### config.mk
export PLATFORM = sky130hd
export DESIGN_NAME = pipe_snapshot_top
export DESIGN_NICKNAME = d
export VERILOG_FILES = /design/src/dbg_pkg.sv /design/src/pipe_probe_if.sv /design/src/snapshot_capture.sv /design/src/byte_readout.sv /design/src/pipe_snapshot_top.sv
export SDC_FILE = /design/constraint.sdc
export NUM_CORES = 1
export LEC_CHECK = 0
export BUFFER_PORTS_ARGS = -buffer_cell sky130_fd_sc_hd__buf_2
export CAP_MARGIN = 20
export CELL_PAD_IN_SITES_DETAIL_PLACEMENT = 1
export CELL_PAD_IN_SITES_GLOBAL_PLACEMENT = 2
export CORE_MARGIN = 3
export CORE_UTILIZATION = 36
export CTS_CLUSTER_SIZE = 12
export DETAILED_ROUTE_END_ITERATION = 7
export PLACE_DENSITY = 0.88
export SYNTH_ARGS = -nofsm -noshare
export SYNTH_HDL_FRONTEND = slang
export SYNTH_HIERARCHICAL = 1
export SYNTH_SLANG_ARGS = --single-unit
### constraint.sdc
create_clock -name clk -period 2.2 [get_ports clk]
set_input_delay 0.22 -clock clk [delete_from_list [all_inputs] [get_ports clk]]
set_output_delay 0.22 -clock clk [all_outputs]
set_load 0.02 [all_outputs]
### src/dbg_pkg.sv
package dbg_pkg;

  // Datapath widths of the probed pipeline
  localparam int BYTE_W    = 8;   // One frame byte
  localparam int WORD_W    = 32;  // ALU and register word
  localparam int PC_W      = 8;   // Program counter fits one byte
  localparam int REG_IDX_W = 5;   // Register file index

  // Frame layout with one byte per narrow field
  localparam int FRAME_BYTES = 56;

  localparam int IF_BASE  = 0;   // PCs and instruction
  localparam int ID_BASE  = 6;   // Operands, immediate and decode control
  localparam int EX_BASE  = 29;  // ALU result and execute control
  localparam int MEM_BASE = 45;  // Memory stage outputs up to byte 55

  // Read pointer into the frame
  typedef logic [$clog2(FRAME_BYTES)-1:0] frame_idx_t;

  // Whole frame with element 0 read out first
  typedef logic [FRAME_BYTES-1:0][BYTE_W-1:0] frame_t;

  // A probe word seen either whole or as bytes
  typedef union packed
  {
    logic [WORD_W-1:0]                    word;   // Full value
    logic [WORD_W/BYTE_W-1:0][BYTE_W-1:0] bytes;  // Element 3 is the MSB
  } word_bytes_u;

endpackage

### src/pipe_probe_if.sv
`timescale 1ns/10ps

interface pipe_probe_if;
  import dbg_pkg::*;

  logic [PC_W-1:0]      current_pc, pc_if;                     // Fetch
  logic [WORD_W-1:0]    instr_if;                              // Fetched instruction
  logic [WORD_W-1:0]    data_a_id, data_b_id, sign_ext_id;     // Decode operands
  logic [PC_W-1:0]      jump_dest_id;                          // Branch target in ID
  logic [REG_IDX_W-1:0] reg_dest_r_id, reg_dest_l_id;          // R and I type dest
  logic                 reg_dst_id, alu_src_id, mem_to_reg_id; // Decode control
  logic                 reg_write_id, mem_read_id, mem_write_id;
  logic                 branch_id;
  logic [1:0]           alu_op_id;                             // ALUOp pair
  logic [WORD_W-1:0]    result_ie, reg2_ie;                    // EX/MEM words
  logic [PC_W-1:0]      jump_dest_ie;
  logic                 zero_ie;                               // ALU zero flag
  logic [REG_IDX_W-1:0] reg_dest_ie;
  logic                 mem_to_reg_ie, reg_write_ie, mem_read_ie;
  logic                 mem_write_ie, branch_ie;
  logic [WORD_W-1:0]    mem_data_mem, alu_result_mem;          // MEM/WB words
  logic [REG_IDX_W-1:0] reg_dest_mem;
  logic                 mem_to_reg_mem, reg_write_mem;

  modport source (output current_pc, pc_if, instr_if, data_a_id, data_b_id, sign_ext_id,
                  jump_dest_id, reg_dest_r_id, reg_dest_l_id, reg_dst_id, alu_src_id,
                  mem_to_reg_id, reg_write_id, mem_read_id, mem_write_id, branch_id,
                  alu_op_id, result_ie, reg2_ie, jump_dest_ie, zero_ie, reg_dest_ie,
                  mem_to_reg_ie, reg_write_ie, mem_read_ie, mem_write_ie, branch_ie,
                  mem_data_mem, alu_result_mem, reg_dest_mem, mem_to_reg_mem,
                  reg_write_mem);

  modport sink (input current_pc, pc_if, instr_if, data_a_id, data_b_id, sign_ext_id,
                jump_dest_id, reg_dest_r_id, reg_dest_l_id, reg_dst_id, alu_src_id,
                mem_to_reg_id, reg_write_id, mem_read_id, mem_write_id, branch_id,
                alu_op_id, result_ie, reg2_ie, jump_dest_ie, zero_ie, reg_dest_ie,
                mem_to_reg_ie, reg_write_ie, mem_read_ie, mem_write_ie, branch_ie,
                mem_data_mem, alu_result_mem, reg_dest_mem, mem_to_reg_mem,
                reg_write_mem);

endinterface

### src/snapshot_capture.sv
`timescale 1ns/10ps

module snapshot_capture
(
  input  logic              clk,
  input  logic              rst_n,
  pipe_probe_if.sink        probes,
  input  logic              take,   // Load strobe from readout
  output dbg_pkg::frame_t   frame   // Held snapshot
);
  import dbg_pkg::*;

  localparam int WORD_BYTES = WORD_W / BYTE_W;

  frame_t packed_frame;  // Live probes in frame order

  // Drops one word into the frame with its MSB at the lowest offset
  function automatic frame_t put_word(input frame_t f, input int base,
                                      input logic [WORD_W-1:0] value);
    word_bytes_u w;
    w.word = value;
    for (int i = 0; i < WORD_BYTES; i++)
    begin
      f[base + i] = w.bytes[WORD_BYTES - 1 - i];  // bytes[3] first
    end
    return f;
  endfunction

  always_comb
  begin
    packed_frame = '0;  // Cleared first since put_word reads it back

    // Fetch
    packed_frame[IF_BASE]     = BYTE_W'(probes.current_pc);  // Next PC
    packed_frame[IF_BASE + 1] = BYTE_W'(probes.pc_if);       // PC+1 latched in IF/ID
    packed_frame = put_word(packed_frame, IF_BASE + 2, probes.instr_if);

    // Decode words, then index fields and control
    packed_frame = put_word(packed_frame, ID_BASE, probes.data_a_id);
    packed_frame = put_word(packed_frame, ID_BASE + 4, probes.data_b_id);
    packed_frame = put_word(packed_frame, ID_BASE + 8, probes.sign_ext_id);
    packed_frame[ID_BASE + 12] = BYTE_W'(probes.jump_dest_id);
    packed_frame[ID_BASE + 13] = BYTE_W'(probes.reg_dest_r_id);  // rd
    packed_frame[ID_BASE + 14] = BYTE_W'(probes.reg_dest_l_id);  // rt
    packed_frame[ID_BASE + 15] = BYTE_W'(probes.reg_dst_id);
    packed_frame[ID_BASE + 16] = BYTE_W'(probes.alu_src_id);
    packed_frame[ID_BASE + 17] = BYTE_W'(probes.mem_to_reg_id);
    packed_frame[ID_BASE + 18] = BYTE_W'(probes.reg_write_id);
    packed_frame[ID_BASE + 19] = BYTE_W'(probes.mem_read_id);
    packed_frame[ID_BASE + 20] = BYTE_W'(probes.mem_write_id);
    packed_frame[ID_BASE + 21] = BYTE_W'(probes.branch_id);
    packed_frame[ID_BASE + 22] = BYTE_W'(probes.alu_op_id);  // Two bits used

    // Execute stage as seen in EX/MEM
    packed_frame = put_word(packed_frame, EX_BASE, probes.result_ie);
    packed_frame = put_word(packed_frame, EX_BASE + 4, probes.reg2_ie);  // Store data
    packed_frame[EX_BASE + 8]  = BYTE_W'(probes.jump_dest_ie);
    packed_frame[EX_BASE + 9]  = BYTE_W'(probes.zero_ie);
    packed_frame[EX_BASE + 10] = BYTE_W'(probes.reg_dest_ie);
    packed_frame[EX_BASE + 11] = BYTE_W'(probes.mem_to_reg_ie);
    packed_frame[EX_BASE + 12] = BYTE_W'(probes.reg_write_ie);
    packed_frame[EX_BASE + 13] = BYTE_W'(probes.mem_read_ie);
    packed_frame[EX_BASE + 14] = BYTE_W'(probes.mem_write_ie);
    packed_frame[EX_BASE + 15] = BYTE_W'(probes.branch_ie);

    // Memory stage as seen in MEM/WB
    packed_frame = put_word(packed_frame, MEM_BASE, probes.mem_data_mem);
    packed_frame = put_word(packed_frame, MEM_BASE + 4, probes.alu_result_mem);
    packed_frame[MEM_BASE + 8]  = BYTE_W'(probes.reg_dest_mem);
    packed_frame[MEM_BASE + 9]  = BYTE_W'(probes.mem_to_reg_mem);
    packed_frame[MEM_BASE + 10] = BYTE_W'(probes.reg_write_mem);  // Byte 55
  end

  // Snapshot register loads only when readout grants a capture
  always_ff @(posedge clk)
  begin
    if (!rst_n)
    begin
      frame <= '0;
    end
    else if (take)
    begin
      frame <= packed_frame;  // Whole frame in one edge
    end
  end

endmodule

### src/byte_readout.sv
`timescale 1ns/10ps

module byte_readout
(
  input  logic                      clk,
  input  logic                      rst_n,
  input  logic                      capture,      // Host snapshot request
  input  logic                      advance,      // Host byte pop
  input  dbg_pkg::frame_t           frame,
  output logic                      take,         // Load pulse to capture logic
  output logic [dbg_pkg::BYTE_W-1:0] read_data,
  output logic                      frame_full,
  output logic                      frame_empty
);
  import dbg_pkg::*;

  localparam frame_idx_t LAST_IDX = frame_idx_t'(FRAME_BYTES - 1);

  logic       held;     // A frame is waiting to be read
  frame_idx_t rd_idx;   // Byte currently on read_data
  logic       adv_ok;   // Accepted advance

  assign take   = capture && !held;   // Held frame is kept under back-pressure
  assign adv_ok = advance && held;    // Ignored while empty

  always_ff @(posedge clk)
  begin
    if (!rst_n)
    begin
      held   <= 1'b0;
      rd_idx <= '0;
    end
    else if (take)
    begin
      held   <= 1'b1;
      rd_idx <= '0;  // Start readout at byte 0
    end
    else if (adv_ok)
    begin
      if (rd_idx == LAST_IDX)
      begin
        held   <= 1'b0;  // Last byte consumed
        rd_idx <= '0;
      end
      else
      begin
        rd_idx <= rd_idx + frame_idx_t'(1);
      end
    end
  end

  assign read_data   = frame[rd_idx];             // Byte 0 shows while empty
  assign frame_full  = held && (rd_idx == '0);    // Held and untouched
  assign frame_empty = !held;

endmodule

### src/pipe_snapshot_top.sv
`timescale 1ns/10ps

module pipe_snapshot_top
(
  input  logic                            clk,
  input  logic                            rst_n,
  input  logic                            capture,
  input  logic                            advance,
  // Fetch
  input  logic [dbg_pkg::PC_W-1:0]        current_pc,
  input  logic [dbg_pkg::PC_W-1:0]        pc_if,
  input  logic [dbg_pkg::WORD_W-1:0]      instr_if,
  // Decode
  input  logic [dbg_pkg::WORD_W-1:0]      data_a_id,
  input  logic [dbg_pkg::WORD_W-1:0]      data_b_id,
  input  logic [dbg_pkg::WORD_W-1:0]      sign_ext_id,
  input  logic [dbg_pkg::PC_W-1:0]        jump_dest_id,
  input  logic [dbg_pkg::REG_IDX_W-1:0]   reg_dest_r_id,
  input  logic [dbg_pkg::REG_IDX_W-1:0]   reg_dest_l_id,
  input  logic                            reg_dst_id,
  input  logic                            alu_src_id,
  input  logic                            mem_to_reg_id,
  input  logic                            reg_write_id,
  input  logic                            mem_read_id,
  input  logic                            mem_write_id,
  input  logic                            branch_id,
  input  logic [1:0]                      alu_op_id,
  // Execute
  input  logic [dbg_pkg::WORD_W-1:0]      result_ie,
  input  logic [dbg_pkg::WORD_W-1:0]      reg2_ie,
  input  logic [dbg_pkg::PC_W-1:0]        jump_dest_ie,
  input  logic                            zero_ie,
  input  logic [dbg_pkg::REG_IDX_W-1:0]   reg_dest_ie,
  input  logic                            mem_to_reg_ie,
  input  logic                            reg_write_ie,
  input  logic                            mem_read_ie,
  input  logic                            mem_write_ie,
  input  logic                            branch_ie,
  // Memory
  input  logic [dbg_pkg::WORD_W-1:0]      mem_data_mem,
  input  logic [dbg_pkg::WORD_W-1:0]      alu_result_mem,
  input  logic [dbg_pkg::REG_IDX_W-1:0]   reg_dest_mem,
  input  logic                            mem_to_reg_mem,
  input  logic                            reg_write_mem,
  // Host side
  output logic [dbg_pkg::BYTE_W-1:0]      read_data,
  output logic                            frame_full,
  output logic                            frame_empty
);
  import dbg_pkg::*;

  logic   take;   // Capture granted this cycle
  frame_t frame;  // Held snapshot to the serializer

  pipe_probe_if probes();

  // Probe ports onto the bundle
  assign probes.current_pc     = current_pc;
  assign probes.pc_if          = pc_if;
  assign probes.instr_if       = instr_if;
  assign probes.data_a_id      = data_a_id;
  assign probes.data_b_id      = data_b_id;
  assign probes.sign_ext_id    = sign_ext_id;
  assign probes.jump_dest_id   = jump_dest_id;
  assign probes.reg_dest_r_id  = reg_dest_r_id;
  assign probes.reg_dest_l_id  = reg_dest_l_id;
  assign probes.reg_dst_id     = reg_dst_id;
  assign probes.alu_src_id     = alu_src_id;
  assign probes.mem_to_reg_id  = mem_to_reg_id;
  assign probes.reg_write_id   = reg_write_id;
  assign probes.mem_read_id    = mem_read_id;
  assign probes.mem_write_id   = mem_write_id;
  assign probes.branch_id      = branch_id;
  assign probes.alu_op_id      = alu_op_id;
  assign probes.result_ie      = result_ie;
  assign probes.reg2_ie        = reg2_ie;
  assign probes.jump_dest_ie   = jump_dest_ie;
  assign probes.zero_ie        = zero_ie;
  assign probes.reg_dest_ie    = reg_dest_ie;
  assign probes.mem_to_reg_ie  = mem_to_reg_ie;
  assign probes.reg_write_ie   = reg_write_ie;
  assign probes.mem_read_ie    = mem_read_ie;
  assign probes.mem_write_ie   = mem_write_ie;
  assign probes.branch_ie      = branch_ie;
  assign probes.mem_data_mem   = mem_data_mem;
  assign probes.alu_result_mem = alu_result_mem;
  assign probes.reg_dest_mem   = reg_dest_mem;
  assign probes.mem_to_reg_mem = mem_to_reg_mem;
  assign probes.reg_write_mem  = reg_write_mem;

  snapshot_capture snapshot_capture_inst
  (
    .clk    (clk),
    .rst_n  (rst_n),
    .probes (probes.sink),
    .take   (take),
    .frame  (frame)
  );

  byte_readout byte_readout_inst
  (
    .clk         (clk),
    .rst_n       (rst_n),
    .capture     (capture),
    .advance     (advance),
    .frame       (frame),
    .take        (take),
    .read_data   (read_data),
    .frame_full  (frame_full),
    .frame_empty (frame_empty)
  );

endmodule

==> key figures <==
Status
  – Status: finished with violations
  – Failing checks: setup timing

Floorplanning
  – Core region area: between 40000 and 50000 um2
  – Die height: about 230 um
  – Ports: roughly 340
  – Std-Cell Rows: between 70 and 80
  – Width of the chip: ~230 um
  – Die area: 50800 um2
  – Starting density of the core: a little under two fifths

Timing
  – Slew Viols, Final: 0
  – Achievable Freq: 343 MHz
  – Setup-failing EPs final: 8
  – RSZ-0062 raised after global routing: true
  – Final Hold Fails: 0
  – Final Skew: ~0.015 ns
  – Least-Margin Pin Slew: ~0.76 ns
  – Final worst slack: -0.717 ns
  – Crit share post-route: 133%
  – Slew headroom: between 40% and 50%
  – Post-layout min period: 2.92 ns

Synthesis
  – Number of synthesized register bits: roughly 330
  – Post-synthesis simple-gate area fraction: 13.3%
  – Post-synthesis mux area share: 35.0%
  – Sequential-to-total area share from yosys stat: about two fifths
  – Post-synthesis adder-cell area fraction: 0.144%
  – Area leader, netlist: dfxtp_1
  – Synth top area cells: dfxtp_1 (38%), mux2i_1 (21%), mux4_2 (12%), nor2b_1 (12%), buf_4 (6.0%)
  – Syn Area/Cell: 11.4 um2
  – Top cell type's share of synthesized area: 38.4%
  – Mapped Cells: roughly 1500
  – Synth Area in XOR/XNOR: less than 1%
  – Complex-gate fraction of the synthesized area: between 2 and 3%
  – Syn Std Cell Area: between 15000 and 20000 um2
  – Combinational family with the most area after synthesis: multiplexers
  – Yosys Warn Count: 6
  – Synth unique cells: 37

Layout
  – Finished layout cell area: around 25000 um2
  – Commonest non-fill, non-tap cell in the layout: mux2i_1
  – Commonest non-fill, non-tap cells in the layout: mux2i_1 (354), dlygate4sd3_1 (332), dfxtp_1 (329)
  – Share of post-route cells with drive strength above 1: approximately 29%
  – Non-filler cells, final: about 2900
  – Nets: 2554
  – Synth-to-layout area growth: 43.1%
  – Finished Core Util: 52.7%

Critical path
  – CP max-delay cell: mux4_2
  – Slowest cell delay on critical path: about 0.53 ns
  – Critical Path Fanout Max: 7
  – Critical path type: reg -> out
  – Crit path arrival time: ~2.7 ns
  – Critical Path, Cell by Cell: buf_16 > buf_12 > mux4_2 > a211oi_1 > o21ai_1 > a32o_2 > buf_6
  – Startpoint type of the worst setup path: flop
  – Critical Path RT: 1.98 ns
  – Crit end category: primary output

Routing
  – Antenna-violating nets left: 0
  – DRC Markers: 0
  – Vias: about 14000
  – Iteration-0 DRC Markers: ~750
  – Avg WL per Cell: 23.6 um
  – Via/cell ratio: 4.97
  – TritonRoute pass-1 iters: 5
  – Final Routed Wirelength: between 60 and 70 mm

Clock tree
  – Root buf cell: clkbuf_16
  – Clock-pin slew on the worst setup and hold paths: 0.06 ns
  – H-tree lvl count: 2
  – Clock Tree Buf Depth: 3
  – CTS tree: yes
  – Num Clock Sinks: ~330
  – Num CTS Buffers: 38
  – Clock latency on the worst-skew pair: between 0.5 and 0.6 ns

Min path
  – HP Class: in -> reg

Global routing
  – Largest net degree at the start of global routing: 202
  – Grt ovf: 0
  – Initial antenna violation count: 18
  – GRT Overall Usage: between 20% and 30%
  – Vias in the first global route: approximately 16000
  – First-pass GRT wire length: ~99 mm

Place
  – Gpl congestion: roughly 0.8
  – Placed cell area: slightly below 20000 um2
  – Post-DP HPWL: about 39 mm
  – Buffers on Ports: around 340
  – Placed instance count: ~2400

Pwr
  – Leakage: ~0.010 uW
  – Power Density: ~640 nW/um2
  – VDD IR max: ~0.43 mV

Job
  – # Max-Cap Violations: 0
-- routing by layer --
layer	GRT usage, %	up-vias	wire length (um)
met4	13.9	6	3860
met1	28.2	7100	26200
li1	-	6524	-
met3	3.58	205	2340
met5	0	-	28
met2	47.5	443	35300
-- path summary, 6_finish.rpt --
check / startpoint / cells after the start / to / slack (ns)
max reg2reg: byte_readout_inst/rd_idx[0] / 8 / byte_readout_inst/held / 0.10
min reg2reg: snapshot_capture_inst/frame[225] / 2 / snapshot_capture_inst/frame[225] / 0.51
min: alu_result_mem[6] / 3 / snapshot_capture_inst/frame[422] / 0.03
max: byte_readout_inst/rd_idx[0] / 7 / read_data[6] / -0.72
-- stage by stage --
stage / hold slack, ns / worst slack [ns] / power [uW] / setup TNS (ns)
final: 0.0269 / -0.717 / 15800 / -5.11
after global routing: 0.0188 / -0.761 / 16400 / -5.88
after CTS: 0.00400 / -0.755 / 15700 / -5.76
after detailed placement: 0.486 / -0.373 / 8740 / -1.72
after global placement: 0.473 / -0.348 / 8660 / -1.66
after floorplan: 0.336 / 0.0685 / 8140 / 0
-- sequential cells by signal (all words and copies together), names as in the netlist --
register,count
byte_readout_inst/rd_idx,6
snapshot_capture_inst/frame,325
byte_readout_inst/held,1
-- critical path, delay by kind of cell, from the launching register on --
kind / cells / cell delay, ns
mux: 1 / 0.53
flops: 1 / 0.46
compound gates: 3 / 0.71
buf+inv: 3 / 0.44
-- cell families (layout without fill, tap and decap cells) --
family,after synthesis,count (layout)
compound gates,70,70
xor+xnor,5,5
fa+ha+maj,2,2
buf+inv,243,850
flops,332,332
mux,483,483
other cells,1,140
simple gates,383,383
-- repair_timing --
item | 4_1_cts | 5_1_grt
gates cloned | 3 | 2
pin swaps | 8 | 6
hold endpoints to repair | 321 | 0
endpoints found under the setup margin | 9 | 15
resized for setup | 57 | 38
hold buffers | 332 | 0
setup buffers | 16 | 11
-- Yosys cell counts --
master / number
a22oi_1: 8
nand2_1: 13
o21a_1: 1
dfxtp_1: 332
nand3b_1: 2
or2_2: 1
buf_8: 11
o21bai_1: 7
o21ai_0: 8
inv_1: 5
buf_6: 21
a22o_1: 1
mux2i_1: 371
buf_1: 2
and2_1: 1
xnor2_1: 4
or4_4: 1
a32o_1: 7
nor3_1: 4
a221oi_1: 9
buf_4: 138
mux2_2: 16
ha_1: 2
nor2b_1: 328
nand3_1: 11
o221ai_1: 1
buf_2: 22
xor2_1: 1
nand2b_1: 2
mux4_2: 96
o21ai_1: 7
and3_1: 1
clkbuf_1: 44
a211oi_1: 7
o22ai_1: 14
nor2_1: 19
conb_1: 1
-- where the power goes --
part	switching, uW	internal (uW)
clock	2680	3750
combinational	1190	1560
sequential	254	6370
total	4130	11700
-- cell type report --
class / count / area [um2]
Fill cell: 5054 / 22300
Clock buffer: 56 / 1080
Inverter: 5 / 28.8
Antenna cell: 17 / 42.5
Tap cell: 607 / 759
Clock inverter: 9 / 124
Multi-Input combinational cell: 1066 / 9690
Sequential cell: 332 / 6660
Timing Repair Buffer: 780 / 6410
Note: power is estimated with default switching activity, not from simulation.
